[src/include/side_ch_consts.svh]
// widths, depths and frame constants of the side channel
`ifndef SIDE_CH_CONSTS_SVH
`define SIDE_CH_CONSTS_SVH

// sample and stream widths
`define SC_IQ_W 16
`define SC_WORD_W 64
`define SC_TSF_W 64
`define SC_LEN_W 14

// iq ring buffer address bits
`define SC_IQ_DEPTH_LOG2 13

// 65507 byte udp payload / 8
`define SC_MAX_UDP_SYMBOLS 8188

// csi frame layout
`define SC_CSI_ENTRIES 64
`define SC_CSI_LEN 56
`define SC_HEADER_LEN 2

// ht used subcarriers, bit 0 is dc
// bits 1..28 positive side, 36..63 negative side
`define SC_SUBCARRIER_MASK 64'hFFFF_FFF0_1FFF_FFFE

// slave register holding the dma symbol count
`define SC_REG_NUM_DMA_SYMBOL 2

`endif
[src/design/side_ch_stream_pkg.sv]
// phy side event structs, stream word and engine states
`include "side_ch_consts.svh"

package side_ch_stream_pkg;

	typedef struct packed {
		logic fcs_strobe;
		logic fcs_ok;
		logic hdr_strobe;
		logic hdr_valid;
		logic ht_flag;
		logic long_pre;
		logic short_pre;
		logic signed [10:0] rssi_half_db;
		logic [7:0] gpio_status; // bit 7 agc lock, rest gain
	} rx_events_t;

	typedef struct packed {
		logic tx_bb_ongoing;
	} tx_events_t;

	typedef struct packed {
		logic [`SC_WORD_W-1:0] data;
		logic valid;
	} side_word_t;

	typedef enum logic [1:0] {
		iq_wait,
		iq_prepare,
		iq_header,
		iq_stream
	} iq_state_e;

	typedef enum logic [2:0] {
		csi_wait_fc,
		csi_wait_addr1,
		csi_wait_csi_done,
		csi_prepare,
		csi_header0,
		csi_header1,
		csi_stream
	} csi_state_e;

endpackage

[src/design/side_ch_cfg_pkg.sv]
// processor side configuration types
// trigger choice, dma start mode, iq and csi capture config
`include "side_ch_consts.svh"

package side_ch_cfg_pkg;

	typedef enum logic [3:0] {
		trig_fcs_any,
		trig_fcs_ok,
		trig_fcs_bad,
		trig_hdr_any,
		trig_hdr_valid,
		trig_hdr_invalid,
		trig_long_pre,
		trig_short_pre,
		trig_rssi_up,
		trig_rssi_down,
		trig_agc_unlock,
		trig_agc_lock,
		trig_gain_up,
		trig_gain_down,
		trig_tx_bb_start,
		trig_tx_bb_end
	} trig_sel_e;

	typedef enum logic [1:0] {
		mode_loopback, // s_axis straight back to m_axis
		mode_auto,
		mode_ext,
		mode_off
	} start_mode_e;

	typedef struct packed {
		trig_sel_e trigger_select;
		logic signed [10:0] rssi_th; // half db
		logic [6:0] gain_th;
		logic [`SC_LEN_W-1:0] pre_trigger_len;
		logic [`SC_LEN_W-1:0] iq_len_target;
		logic iq_format; // 0: rssi/gpio/iq0, 1: iq1/iq0
	} iq_cfg_t;

	typedef struct packed {
		logic [15:0] fc_target;
		logic [31:0] addr1_target;
		logic fc_match_en;
		logic addr1_match_en;
	} csi_match_cfg_t;

endpackage

[src/design/csi_capture_engine.sv]
// csi capture engine: frame matcher, 64 entry csi buffer
// and tsf / phase offset / subcarrier frame sequencer
`timescale 1ns/1ps
`include "side_ch_consts.svh"

module csi_capture_engine (
	input logic clk,
	input logic rstn,
	input logic enable,
	input side_ch_cfg_pkg::csi_match_cfg_t cfg,
	input side_ch_stream_pkg::rx_events_t rx_ev,
	input logic [`SC_TSF_W-1:0] tsf,
	input logic demod_is_ongoing,
	input logic [31:0] fc_di,
	input logic fc_di_valid,
	input logic [47:0] addr1,
	input logic addr1_valid,
	input logic [15:0] pkt_len,
	input logic [2*`SC_IQ_W-1:0] csi,
	input logic csi_valid,
	input logic [31:0] phase_offset_taken,
	input logic [`SC_LEN_W-1:0] room,
	output side_ch_stream_pkg::side_word_t word_out
);
	import side_ch_stream_pkg::*;

	localparam int aw = $clog2(`SC_CSI_ENTRIES);
	localparam int max_udp = `SC_MAX_UDP_SYMBOLS;
	localparam int frame_len = `SC_HEADER_LEN + `SC_CSI_LEN;
	localparam logic [`SC_CSI_ENTRIES-1:0] sc_mask = `SC_SUBCARRIER_MASK;

	logic [2*`SC_IQ_W-1:0] csi_ram [0:`SC_CSI_ENTRIES-1];
	logic [aw:0] wr_cnt; // msb set means buffer full
	logic [aw-1:0] rd_idx;

	logic demod_q;
	logic fc_valid_q;
	logic addr1_valid_q;
	logic csi_valid_q;
	logic demod_start;
	logic fc_hit;
	logic addr1_hit;
	logic csi_done;
	logic room_ok;
	logic [31:0] addr1_swapped;

	csi_state_e state;
	logic [`SC_TSF_W-1:0] tsf_lock;

	assign demod_start = demod_is_ongoing && !demod_q;
	assign csi_done = csi_valid_q && !csi_valid;

	// addr1 arrives byte reversed relative to the register
	assign addr1_swapped = {addr1[23:16], addr1[31:24], addr1[39:32], addr1[47:40]};

	assign fc_hit = fc_di_valid && !fc_valid_q && (pkt_len >= 16'd14) &&
		(fc_di[15:0] == cfg.fc_target || !cfg.fc_match_en);
	assign addr1_hit = addr1_valid && !addr1_valid_q &&
		(addr1_swapped == cfg.addr1_target || !cfg.addr1_match_en);

	assign room_ok = (max_udp - int'(room)) >= frame_len;

	always_ff @(posedge clk) begin
		if (!rstn) begin
			demod_q <= 1'b0;
			fc_valid_q <= 1'b0;
			addr1_valid_q <= 1'b0;
			csi_valid_q <= 1'b0;
			wr_cnt <= '0;
		end else begin
			demod_q <= demod_is_ongoing;
			fc_valid_q <= fc_di_valid;
			addr1_valid_q <= addr1_valid;
			csi_valid_q <= csi_valid;
			if (!enable || demod_start)
				wr_cnt <= '0; // new packet, buffer starts empty
			else if (csi_valid && !wr_cnt[aw])
				wr_cnt <= wr_cnt + 1'b1;
		end
	end

	always_ff @(posedge clk) begin
		if (!rstn) begin
			state <= csi_wait_fc;
			rd_idx <= '0;
			word_out.valid <= 1'b0;
		end else if (!enable) begin
			state <= csi_wait_fc;
			rd_idx <= '0;
			word_out.valid <= 1'b0;
		end else begin
			case (state)
				csi_wait_fc: begin
					word_out.valid <= 1'b0;
					if (fc_hit)
						state <= csi_wait_addr1;
				end
				csi_wait_addr1: begin
					if (addr1_hit)
						state <= csi_wait_csi_done;
				end
				csi_wait_csi_done: begin
					if (csi_done)
						state <= csi_prepare;
				end
				csi_prepare: begin
					rd_idx <= '0;
					state <= room_ok ? csi_header0 : csi_wait_fc;
				end
				csi_header0: begin
					word_out.valid <= 1'b1;
					state <= csi_header1;
				end
				csi_header1: begin
					word_out.valid <= 1'b1;
					state <= csi_stream;
				end
				default: begin
					word_out.valid <= sc_mask[rd_idx]; // skip dc and guard bins
					rd_idx <= rd_idx + 1'b1;
					if (rd_idx == aw'(`SC_CSI_ENTRIES - 1))
						state <= csi_wait_fc;
				end
			endcase
		end
	end

	always_ff @(posedge clk) begin
		if (enable && csi_valid && !wr_cnt[aw])
			csi_ram[wr_cnt[aw-1:0]] <= csi;
		if (enable && rx_ev.hdr_strobe)
			tsf_lock <= tsf;
		case (state)
			csi_header0: word_out.data <= tsf_lock;
			csi_header1: word_out.data <= {32'd0, phase_offset_taken};
			csi_stream: word_out.data <= {32'd0, csi_ram[rd_idx]};
			default: word_out.data <= word_out.data;
		endcase
	end

endmodule

[config.mk]
export PLATFORM = sky130hd
export DESIGN_NAME = csi_capture_engine
export DESIGN_NICKNAME = d
export VERILOG_FILES = /design/src/design/side_ch_stream_pkg.sv /design/src/design/side_ch_cfg_pkg.sv /design/src/design/csi_capture_engine.sv
export VERILOG_INCLUDE_DIRS = /design/src /design/src/include
export SDC_FILE = /design/constraint.sdc
export NUM_CORES = 2
export LEC_CHECK = 0
export ABC_AREA = 0
export BUFFER_PORTS_ARGS = -buffer_cell sky130_fd_sc_hd__buf_2
export CAP_MARGIN = 30
export CELL_PAD_IN_SITES_DETAIL_PLACEMENT = 1
export CELL_PAD_IN_SITES_GLOBAL_PLACEMENT = 2
export CORE_ASPECT_RATIO = 2
export CORE_MARGIN = 2
export CORE_UTILIZATION = 30
export DETAILED_ROUTE_END_ITERATION = 7
export PLACE_DENSITY = 0.64
export SLEW_MARGIN = 30
export SYNTH_ARGS = -nofsm -noshare
export SYNTH_HDL_FRONTEND = slang
export SYNTH_SLANG_ARGS = --single-unit
export TNS_END_PERCENT = 1
[constraint.sdc]
create_clock -name clk -period 11.6 [get_ports clk]
set_input_delay 0.58 -clock clk [delete_from_list [all_inputs] [get_ports clk]]
set_output_delay 0.58 -clock clk [all_outputs]
set_load 0.01 [all_outputs]
==> results.yml <==
status:
  status: "complete, no violations"
timing:
  layout_min_cycle_time_ns: 4.97
  final-hold-violation-count: 0
  tns_ns: 0
  worst_pin_slew_ns: 1.06
  fin_skew_ns: 0.0752
  fin_crit_sh: 0.429
  relSlewSlack: 0.293
  rsz0062_at_grt: "false"
  drv_slew: 0
  setup_viol: 0
  layout_setup_ws_ns: 6.63
  max_clock_freq_mhz: 201
min_path:
  holdPathStages: 3
  min_path_type: "primary input to register"
synthesis:
  synth-seq-cells: 2204
  ys_seq_area_frac: 0.778
  synth_top_area_cell: "edfxtp_1"
  avgSynthCellArea_sq_um: 22.1
  synthCells: 3830
  synth_top_cell_area_share: 0.772
  synthTopCellsByArea: "edfxtp_1 (77%), mux4_2 (14%), mux2i_1 (1.2%)"
  synthArstFlopShare: 0
  synth-edff-count: 2176
  syn-cell-area_sq_mm: 0.0847
  synth.net_count: 4155
  synthFlopType: "edfxtp_1"
  yosysWarningCount: 0
  ys_types: 63
floorplanning:
  dieArea_sq_mm: 0.287
  core_area_sq_mm: 0.281
  io_pins: 386
  rows: 275
  die_w_microns: 380
  die_h_microns: 755
  start_util: 0.302
grt:
  antenna_found_initial: 46
  track_usage: 0.179
  grt_pass1_vias: 45671
  grt_overflow: 0
  grt_max_degree: 116
  grt_pass1_wl_microns: 362000
finish:
  nets: 4675
  drive_gt1_frac: 0.304
  syn_to_final_growth_pct: 16.5
  final_util: 0.351
  final-instance-count-excl-fill: 8254
placed_design:
  dp_slack_ns: 6.61
  dp_hpwl_microns: 154000
  gp_congestion: 0.771
  io_buffers: 327
  place_inst: 7814
routing:
  dr_total_vias: 41982
  drc_errors: 0
  drt_first_iter_violations: 3583
  first_pass_iters: 5
  wirelength_microns: 260000
  vias_per_cell: 5.09
  ant_nets: 0
  wl_per_cell_microns: 31.5
critical_path:
  criticalPathCategory: "register to register"
  max_stage_delay_ns: 0.73
  critical_path_depth: 7
  crit_path_end_kind: "register"
  crit_path_max_fanout: 92
  path_cells: "buf_4, buf_12, buf_4, mux4_2, mux4_2, a21oi_1, o211ai_1"
  critical_path_buf_inv_count: 3
  arrival_ns: 5.52
  cp_data_required_time_ns: 12.15
  crit_family: "buffers and inverters"
  cp_slowest_cell: "dfxtp_4"
  worstSetupStartpointType: "register"
  reg2reg_depth: 7
clock_network:
  cts_resized: 0
  htreeDepth: 4
  cts_buffers: 204
  cts.reportedPaths.clkPinSlew_ns: 0.08
  cts_num_sinks: 2204
  clock_latency_ns: 0.86
  cts_tree: "built"
  cts_root_buffer: "clkbuf_16"
  cts.path.max_buffers: 4
power:
  power_mw: 15.7
  powerDensity_mw_per_mm2: 159
  p_leak_nw: 29.5
  peakVddDrop_mv: 0.0998
run:
  cap_viol_max_count: 0
[flip-flops by register name (all words and copies together), names as in the netlist, named ones only]
signal and flops:
addr1_valid_q 1, csi_ram 2048, csi_valid_q 1, demod_q 1
fc_valid_q 1, rd_idx 6, state 3, tsf_lock 64
word_out 65, wr_cnt 7
[routing by layer]
layer | track usage | up-vias | share of wire | wire length (microns)
met3 | 0.0255 | 401 | 0.049 | 12600
met1 | 0.198 | 23093 | 0.36 | 92600
met4 | 0.0565 | 24 | 0.033 | 8610
met2 | 0.347 | 1264 | 0.56 | 146000
met5 | 0 | - | 0.00062 | 161
li1 | - | 17200 | - | -
[report_power, final]
| part | internal [mW] | switching (mW) | total (mW) |
|---|---|---|---|
| combinational | 0.0833 | 0.186 | 0.269 |
| sequential | 8.77 | 0.0103 | 8.78 |
| clock | 3.67 | 3.00 | 6.67 |
| total | 12.5 | 3.20 | 15.7 |
[synth_stat cells (all sizes together), types with 2 or more instances]
master,count
o211ai,9
or2,4
a21oi,36
a31oi,13
a22o,11
a221oi,41
a211o,2
nor3,18
xnor2,5
and2,41
inv,11
or3b,4
or4,5
clkbuf,62
a2111oi,4
mux4,534
dfxtp,28
nand3,57
a211oi,7
nor4b,2
nand2b,7
nor4,22
buf,142
and3,2
nor2,139
o22ai,30
o21ai,57
mux2i,98
nand4,11
o31ai,3
o221ai,8
a221o,7
o32ai,3
nand2,88
nor3b,2
or3,4
ha,4
xor2,55
a22oi,47
o2111ai,2
edfxtp,2176
nor2b,10
nand3b,6
[worst paths after layout]
kind,endpoint,startpoint,slack [ns]
max,word_out[16],register,6.63
min,word_out[15],phase_offset_taken[14],0.06
max reg2reg,word_out[16],register,6.63
min reg2reg,word_out[0],word_out[0],0.50
[layout make-up]
type                    instances  area (sq um)
flip-flops and latches       2204         65900
inverters                      12          45.0
well taps                    3739          4680
clock buffers                 234          5260
repair buffers                518          3400
diodes                         10          25.0
multi-input cells            1410         18200
fillers                     27595        182000
clock inverters               127          1140
[placed cells by master, fill, tap and decap left out, types with 17 or more instances in the layout]
cell type,Yosys,final
edfxtp_1,2176,2176
mux4_2,534,534
buf_2,82,301
clkbuf_16,0,206
buf_4,40,142
mux2i_1,98,98
nand2_1,88,86
nor2_1,139,74
dlygate4sd3_1,0,68
nor2_4,0,64
nand3_1,57,57
xor2_1,55,55
o21ai_0,54,53
a22oi_1,47,47
clkinv_1,1,44
clkinv_2,0,43
a221oi_1,40,40
and2_1,40,38
a21oi_1,36,35
o22ai_1,29,29
clkbuf_1,62,28
dfxtp_1,28,22
nor4_1,22,21
bufinv_16,0,19
nor3_1,18,17
[per-stage QoR]
| step | hold slack, ns | instance area [sq um] |
|---|---|---|
| 6_report | 0.0622 | 98600 |
| 5_1_grt | 0.0514 | 98600 |
| 4_1_cts | 0.00149 | 98600 |
| 3_5_place_dp | 0.507 | 91500 |
| 3_3_place_gp | 0.502 | 91400 |
| 2_1_floorplan | 0.480 | 84700 |
[worst register-to-register path: cells and delay by family, from the launching register on]
family                 cells  cell delay (ns)
AOI/OAI and AO/OA          2             1.02
DFF                        1             0.73
buffers and inverters      3             1.94
muxes                      2             1.01
[kinds of logic after synthesis]
group,count (synthesis),share of synthesized area
compound gates,289,0.0238
buf+inv,216,0.0134
flops,2204,0.778
xor+xnor,60,0.00621
simple gates,424,0.0239
mux,633,0.154
fa+ha+maj,4,0.000591
[timing repair]
action / 4_1_cts / 5_1_grt
hold endpoints to repair: 68 / 0
buffers inserted: 0 / 0
hold buffers: 68 / 0
Power figures use the tool's default switching activity.
