===== config.mk =====
export PLATFORM = sky130hd
export DESIGN_NAME = dma_source_select
export DESIGN_NICKNAME = d
export VERILOG_FILES = /design/src/design/side_ch_stream_pkg.sv /design/src/design/side_ch_cfg_pkg.sv /design/src/design/dma_source_select.sv
export VERILOG_INCLUDE_DIRS = /design/src /design/src/include
export SDC_FILE = /design/constraint.sdc
export NUM_CORES = 1
export LEC_CHECK = 0
export BUFFER_PORTS_ARGS = -buffer_cell sky130_fd_sc_hd__buf_4
export CORE_AREA = 2 2 108 110
export DETAILED_ROUTE_END_ITERATION = 8
export DIE_AREA = 0 0 110 112
export RECOVER_POWER = 100
export SYNTH_ARGS = -nofsm -noshare
export SYNTH_HDL_FRONTEND = slang
export SYNTH_SLANG_ARGS = --single-unit

===== constraint.sdc =====
create_clock -name clk -period 1.4 [get_ports clk]
set_clock_uncertainty 0.2 [all_clocks]
set_input_delay 0.14 -clock clk [delete_from_list [all_inputs] [get_ports clk]]
set_output_delay 0.14 -clock clk [all_outputs]
set_load 0.03 [all_outputs]

===== src/include/side_ch_consts.svh =====
// widths, depths and frame constants of the side channel
`ifndef SIDE_CH_CONSTS_SVH
`define SIDE_CH_CONSTS_SVH

// sample and stream widths
`define SC_IQ_W 16
`define SC_WORD_W 64
`define SC_TSF_W 64
`define SC_LEN_W 14

// iq ring buffer address bits
`define SC_IQ_DEPTH_LOG2 13

// 65507 byte udp payload / 8
`define SC_MAX_UDP_SYMBOLS 8188

// csi frame layout
`define SC_CSI_ENTRIES 64
`define SC_CSI_LEN 56
`define SC_HEADER_LEN 2

// ht used subcarriers, bit 0 is dc
// bits 1..28 positive side, 36..63 negative side
`define SC_SUBCARRIER_MASK 64'hFFFF_FFF0_1FFF_FFFE

// slave register holding the dma symbol count
`define SC_REG_NUM_DMA_SYMBOL 2

`endif

===== src/design/side_ch_stream_pkg.sv =====
// phy side event structs, stream word and engine states
`include "side_ch_consts.svh"

package side_ch_stream_pkg;

	typedef struct packed {
		logic fcs_strobe;
		logic fcs_ok;
		logic hdr_strobe;
		logic hdr_valid;
		logic ht_flag;
		logic long_pre;
		logic short_pre;
		logic signed [10:0] rssi_half_db;
		logic [7:0] gpio_status; // bit 7 agc lock, rest gain
	} rx_events_t;

	typedef struct packed {
		logic tx_bb_ongoing;
	} tx_events_t;

	typedef struct packed {
		logic [`SC_WORD_W-1:0] data;
		logic valid;
	} side_word_t;

	typedef enum logic [1:0] {
		iq_wait,
		iq_prepare,
		iq_header,
		iq_stream
	} iq_state_e;

	typedef enum logic [2:0] {
		csi_wait_fc,
		csi_wait_addr1,
		csi_wait_csi_done,
		csi_prepare,
		csi_header0,
		csi_header1,
		csi_stream
	} csi_state_e;

endpackage


===== src/design/side_ch_cfg_pkg.sv =====
// processor side configuration types
// trigger choice, dma start mode, iq and csi capture config
`include "side_ch_consts.svh"

package side_ch_cfg_pkg;

	typedef enum logic [3:0] {
		trig_fcs_any,
		trig_fcs_ok,
		trig_fcs_bad,
		trig_hdr_any,
		trig_hdr_valid,
		trig_hdr_invalid,
		trig_long_pre,
		trig_short_pre,
		trig_rssi_up,
		trig_rssi_down,
		trig_agc_unlock,
		trig_agc_lock,
		trig_gain_up,
		trig_gain_down,
		trig_tx_bb_start,
		trig_tx_bb_end
	} trig_sel_e;

	typedef enum logic [1:0] {
		mode_loopback, // s_axis straight back to m_axis
		mode_auto,
		mode_ext,
		mode_off
	} start_mode_e;

	typedef struct packed {
		trig_sel_e trigger_select;
		logic signed [10:0] rssi_th; // half db
		logic [6:0] gain_th;
		logic [`SC_LEN_W-1:0] pre_trigger_len;
		logic [`SC_LEN_W-1:0] iq_len_target;
		logic iq_format; // 0: rssi/gpio/iq0, 1: iq1/iq0
	} iq_cfg_t;

	typedef struct packed {
		logic [15:0] fc_target;
		logic [31:0] addr1_target;
		logic fc_match_en;
		logic addr1_match_en;
	} csi_match_cfg_t;

endpackage


===== src/design/dma_source_select.sv =====
// dma source selection: loopback, side channel with auto or ext start
`timescale 1ns/1ps
`include "side_ch_consts.svh"

module dma_source_select (
	input logic clk,
	input logic rstn,
	input side_ch_cfg_pkg::start_mode_e mode,
	input logic ext_trigger,
	input logic slv_reg_wren,
	input logic [4:0] axi_awaddr_core,
	input side_ch_stream_pkg::side_word_t iq_word,
	input side_ch_stream_pkg::side_word_t csi_word,
	input logic [`SC_WORD_W-1:0] data_to_pl,
	input logic emptyn_to_pl,
	input logic s_axis_tlast,
	output logic pl_ask_data,
	output logic m_axis_start_1trans,
	output logic [`SC_WORD_W-1:0] data_to_ps,
	output logic data_to_ps_valid
);
	import side_ch_cfg_pkg::*;

	logic wr_hit;
	logic [2:0] wr_q;
	logic auto_start;
	logic [`SC_WORD_W-1:0] side_data;
	logic side_valid;

	assign wr_hit = slv_reg_wren && (axi_awaddr_core == 5'(`SC_REG_NUM_DMA_SYMBOL));

	always_ff @(posedge clk) begin
		if (!rstn)
			wr_q <= '0;
		else
			wr_q <= {wr_q[1:0], wr_hit};
	end

	// first write cycle, seen two cycles late
	assign auto_start = wr_q[1] && !wr_q[2];

	// engines never drive valid at the same time
	assign side_data = iq_word.valid ? iq_word.data : csi_word.data;
	assign side_valid = iq_word.valid || csi_word.valid;

	always_comb begin
		case (mode)
			mode_loopback: begin
				m_axis_start_1trans = s_axis_tlast;
				data_to_ps = data_to_pl;
				data_to_ps_valid = emptyn_to_pl;
				pl_ask_data = 1'b1;
			end
			mode_auto: begin
				m_axis_start_1trans = auto_start;
				data_to_ps = side_data;
				data_to_ps_valid = side_valid;
				pl_ask_data = 1'b0;
			end
			mode_ext: begin
				m_axis_start_1trans = ext_trigger;
				data_to_ps = side_data;
				data_to_ps_valid = side_valid;
				pl_ask_data = 1'b0;
			end
			default: begin
				m_axis_start_1trans = 1'b0;
				data_to_ps = '0;
				data_to_ps_valid = 1'b0;
				pl_ask_data = 1'b0;
			end
		endcase
	end

endmodule


==> results of run 1 <==
[metal layers]
metal / global-route usage / vias to the layer above / share of wire
li1: - / 1294 / -
met3: 0.02986 / 6 / 0.090
met2: 0.2855 / 134 / 0.57
met1: 0.1339 / 1233 / 0.34
met5: 0 / - / 0
met4: 0.01603 / 0 / 0.0052
[per-stage QoR]
| stage | TNS (ns) | hold slack [ns] | total power, mW |
|---|---|---|---|
| floorplan | -6.518 | 0.01555 | 1.131 |
| global placement | -13.01 | 0.1064 | 2.004 |
| detailed placement | -14.40 | 0.1089 | 2.028 |
| CTS | -7.784 | -0.02472 | 2.645 |
| global route | -12.27 | -0.006575 | 2.867 |
| finish | -9.036 | -0.02384 | 2.741 |
[power by group through the flow]
stage / Combinational [mW] / Sequential (mW) / Clock, mW
final: 2.20 / 0.0866 / 0.451
after global routing: 2.32 / 0.0866 / 0.464
after CTS: 2.10 / 0.0866 / 0.458
after detailed placement: 1.94 / 0.0877 / 0
after global placement: 1.92 / 0.0876 / 0
after floorplan: 1.04 / 0.0876 / 0
[synth_stat cells (2+ instances only)]
master	count
o2bb2ai_1	64
nand2_1	2
and2_1	2
a21oi_1	2
buf_2	14
dfxtp_1	3
inv_1	2
mux2i_1	64
ha_1	4
buf_12	5
[worst max-delay path, stage by stage]
cell       delay (ns)
buf_12           0.10
clkinv_8         0.05
ha_4             0.24
nand2b_4         0.09
buf_12           0.27
o2bb2ai_1        0.13
buf_4            0.18
[final timing paths]
| path | startpoint | to | slack (ns) | depth (start not counted) |
|---|---|---|---|---|
| hold / removal | axi_awaddr_core[0] | wr_q[0] | -0.02 | 3 |
| setup / recovery | mode[0] | data_to_ps[58] | -0.21 | 7 |
| setup reg to reg | wr_q[0] | wr_q[1] | 0.66 | 1 |
| hold reg to reg | wr_q[0] | wr_q[1] | 0.24 | 1 |
[layout make-up]
class,count,area (µm²)
Clock buffer,4,78.83
Fill cell,1041,6012
Inverter,2,22.52
Multi-Input combinational cell,145,2024
Sequential cell,3,60.06
Tap cell,143,178.9
Timing Repair Buffer,311,2798
[logic make-up after synthesis]
kind of cell	count (synthesis)	share of synthesized area
flops	3	0.03789
fa+ha+maj	4	0.03157
buf+inv	23	0.1239
compound gates	68	0.3678
simple gates	9	0.03474
mux	64	0.4041
[cells in the final DEF, fill, tap and decap left out, drive strengths merged]
| cell | n |
|---|---|
| or3b | 1 |
| o2bb2ai | 64 |
| nor4 | 1 |
| mux2i | 64 |
| a22oi | 1 |
| nand2 | 2 |
| clkbuf | 10 |
| nand3b | 1 |
| nor2b | 1 |
| o21ai | 1 |
| dfxtp | 3 |
| nand2b | 1 |
| dlygate4sd3 | 4 |
| clkinv | 1 |
| a21oi | 2 |
| and2 | 2 |
| inv | 1 |
| ha | 4 |
| buf | 301 |
[repair_timing]
item | in CTS | in global routing
endpoints found under the hold margin | 3 | 1
setup endpoints to repair | 64 | 65
buffers inserted | 4 | 4
pin swaps | 1 | 5
gates cloned | 1 | 4
gates resized for setup | 59 | 36
==> out/summary.txt, run 1 <==
GP Congestion: 0.7552
Largest regs: wr_q (3)
Die ar.: 12320 µm²
Worst EP required: 1.06 ns
Fin nets: 677
Final instance area: 5162 µm²
Yosys cell types: 19
Post-Synthesis Cells: 171
First-pass GRT wire length: 13.32 mm
DRC: 0
WL/cell: 16.09 µm
Share of cells above drive strength 1: 0.8129
Drt pass-1 iters: 4
Core area: 11170 µm²
DP Area: 4468 µm²
Cell Int Power: 1.614 mW
Largest net degree at the start of global routing: 36
Clock Tree Buf Depth: 2
P_sw: 1.127 mW
Worst skew pair latency: 0.22 ns
Antenna violations before repair: 0
DR vias/cell: 4.387
Tightest hold margin: -0.02384 ns
Initial core utilization: 0.1419
Post-synth EDFFs: 0
Vias: 2667
Leading area contributor after synthesis: mux2i_1
Max-slew headroom: 0.7548
Dpl ws: -0.2736 ns
P per Cell Area: 530.9 nW/µm²
Clk sinks: 3
Hold buffers post-CTS: 4
N_diodes: 0
Total CTS buffers: 3
Max-cap violation count: 0
Yosys reg bits: 3
Fin crit period: 1.606 ns
Post-Route Utilization: 0.4620
Data arrival time of the worst path: 1.27 ns
Post-DRT Antenna Nets: 0
Total track usage: 0.1364
Top reg by flops: wr_q
Gate power share: 0.804
Lkg Pwr: 2.444 nW
CTS clock-pin slew for the worst setup and hold paths: 0.03 ns
Netlist Area Pre-Place: 1585 µm²
Critical path peak fanout: 35
Switching share of power: 0.4111
Final std cells w/o fill: 608
CTS tree: built
Top cells by area, synth: mux2i_1 40%, o2bb2ai_1 35%, buf_12 6.3%, buf_2 4.4%, dfxtp_1 3.8%
Final setup viols: 64
DP Cell Count: 588
Row count: 39
Die Wd: 110 µm
I/O pin cnt: 274
Sequential power share: 0.032
H-tree depth: 1
Startpoint Class: input pin
DP HPWL: 7.529 mm
Max Clk Rate: 622.6 MHz
Seq/Total Area, Yosys: 0.03788
Status: finished, violations left
Detailed-route wire length: 9.783 mm
Grt ovf: 0
Violated checks: negative hold slack, negative setup slack
Port-buffer cells: 273
Hold Vio Cnt, Final: 1
Vert. Die Dim: 112 µm
Iter 0 DRT Violations: 40
Avg Synthesized Cell Area: 9.271 µm²
Hold Crit Class: input pin to flip-flop
CTS root buf: clkbuf_16
Clk pwr share: 0.165
Max reg flops: 3
Synth top area share: 0.4041
Vias in the first global route: 2764
Setup ws final: -0.2063 ns
Max Slew Vio Count: 0
Worst-Margin Slew: 0.3695 ns
Post-Syn Nets: 382
Most common flop cell mapped by yosys: dfxtp_1
YS warnings: 0
Final worst path period share: 1.147
Layout area overhead: 225.7%
Async SR Flop Fraction: 0
CP Capture Type: output pin
Critical path type: input pin to output pin
RSZ-0062 raised after global routing: true
IR drop worst, VDD: 0.7414 mV
Power figures use the tool's default switching activity.
==> run 2, diff against run 1 <==
--- a/config.mk
+++ b/config.mk
@@ -6,7 +6,7 @@
 export SDC_FILE = /design/constraint.sdc
 export NUM_CORES = 1
 export LEC_CHECK = 0
-export BUFFER_PORTS_ARGS = -buffer_cell sky130_fd_sc_hd__buf_4
+export BUFFER_PORTS_ARGS = -buffer_cell sky130_fd_sc_hd__buf_2
 export CORE_AREA = 2 2 108 110
 export DETAILED_ROUTE_END_ITERATION = 8
 export DIE_AREA = 0 0 110 112
==> run 2 against run 1 <==
- the run ends with negative setup slack left
- final cell count rose by 2.1%
- via count is 1.3% higher
- count of clock-buffer cells in the layout did not move
- clock power up 4.9%
- combinational power is 5% lower
- utilization shrank 3.8 points
- register-to-register slack barely moved
- critical endpoint is now data_to_ps[26]
==> out/summary.txt, run 2 (synthesis results as in run 1) <==
First-pass GRT wire length: 12.85 mm
Share of cells above drive strength 1: 0.8180
Max reg flops: 3
Worst-Margin Slew: 0.3598 ns
Iter 0 DRT Violations: 51
Worst EP required: 1.06 ns
Hold Crit Class: input pin to flip-flop
Status: finished, violations left
Most common cell after layout, fill and taps aside: buf_2
DP HPWL: 7.080 mm
Fin nets: 690
Clock Tree Buf Depth: 2
Critical path type: input pin to output pin
Die Wd: 110 µm
Vias: 2701
Crit path largest cell delay: 0.27 ns
P per Cell Area: 559.2 nW/µm²
Max Clk Rate: 626.8 MHz
Critical-path top delay cell: ha_4
CTS clock-pin slew for the worst setup and hold paths: 0.03 ns
Largest regs: wr_q (3)
Largest net degree at the start of global routing: 34
Sum of buffers and inverters on the critical path: 4
Detailed-route wire length: 9.641 mm
Die ar.: 12320 µm²
Max Slew Vio Count: 0
H-tree depth: 1
Startpoint Class: input pin
Critical path peak fanout: 31
DP Cell Count: 593
Clk pwr share: 0.178
Data arrival time of the worst path: 1.26 ns
Row count: 39
DR vias/cell: 4.349
Violated checks: negative setup slack
CTS root buf: clkbuf_16
CTS tree: built
Grt ovf: 0
Pwr Total: 2.652 mW
DRC: 0
I/O pin cnt: 274
P_sw: 1.163 mW
Gate power share: 0.789
Vias in the first global route: 2777
Layout area overhead: 199.1%
CP Capture Type: output pin
Setup ws final: -0.1953 ns
Sequential power share: 0.033
IR drop worst, VDD: 0.6300 mV
N_diodes: 0
Core area: 11170 µm²
Antenna violations before repair: 0
Fin crit period: 1.595 ns
Top reg by flops: wr_q
Port-buffer cells: 273
Final setup viols: 64
Switching share of power: 0.4385
Max-slew headroom: 0.7611
Worst-path cell chain: buf_8 > inv_6 > ha_4 > nand2b_4 > buf_12 > o2bb2ai_2 > buf_6
Cell Int Power: 1.489 mW
Hold Vio Cnt, Final: 0
RSZ-0062 raised after global routing: true
Final std cells w/o fill: 621
Total CTS buffers: 3
Vert. Die Dim: 112 µm
Max-cap violation count: 0
Final worst path period share: 1.140
WL/cell: 15.52 µm
Initial core utilization: 0.1419
Post-DRT Antenna Nets: 0
Commonest cells after routing, fill and taps aside: 203 x buf_2, 62 x mux2i_1, 52 x buf_6
GP Congestion: 0.7262
Clk sinks: 3
Total track usage: 0.1312
Lkg Pwr: 2.327 nW
Crit-path leading delay family: buffers and inverters
Drt pass-1 iters: 4
Worst skew pair latency: 0.23 ns
## run 2: timing repair
item | CTS | global route
endpoints found under the setup margin | 65 | 66
pin swaps | 1 | 2
resized for setup | 126 | 28
setup buffers | 7 | 7
endpoints found under the hold margin | 3 | 0
gates cloned | 3 | 4
hold buffers | 6 | 0
## run 2: worst paths after layout
kind / startpoint / end / slack [ns] / cells after the start
worst max-delay path: mode[1] / data_to_ps[26] / -0.20 / 7
worst min-delay path: axi_awaddr_core[1] / wr_q[0] / 0.03 / 3
worst max register to register: wr_q[1] / wr_q[2] / 0.67 / 1
worst min register to register: wr_q[0] / wr_q[1] / 0.23 / 1
## run 2: layout make-up
type / count / area, µm²
clock buffer: 4 / 78.83
inverter: 2 / 15.01
sequential: 3 / 60.06
fill: 1049 / 6432
multi-input combinational: 145 / 2044
tap: 143 / 178.9
timing repair buffer: 324 / 2365
## run 2: stage by stage
step,TNS [ns],worst slack [ns],hold slack (ns),cell area [µm²],util
2_1_floorplan,-6.518,-0.1316,0.01555,2188,-
3_3_place_gp,-15.71,-0.2725,0.1055,3825,0.3423
3_5_place_dp,-16.41,-0.2801,0.1056,3825,0.3423
4_1_cts,-9.844,-0.1955,0.03030,4522,0.4047
5_1_grt,-12.39,-0.2355,0.04639,4742,0.4244
6_report,-9.054,-0.1953,0.02865,4742,0.4244
## run 2: power groups by stage
stage	clock, mW	sequential (mW)	combinational, mW
floorplan	0	0.0876	1.04
global placement	0	0.0876	1.63
CTS	0.482	0.0864	1.99
detailed placement	0	0.0876	1.67
finish	0.473	0.0864	2.09
global route	0.486	0.0865	2.20
## run 2: metal layers
metal | routed length (µm) | part of all wire | vias to the layer above | track usage
met5 | 0 | 0 | - | 0
met4 | 76 | 0.0079 | 0 | 0.02532
met3 | 721 | 0.075 | 9 | 0.01581
met1 | 3248 | 0.34 | 1237 | 0.1268
li1 | - | - | 1318 | -
met2 | 5594 | 0.58 | 137 | 0.2810
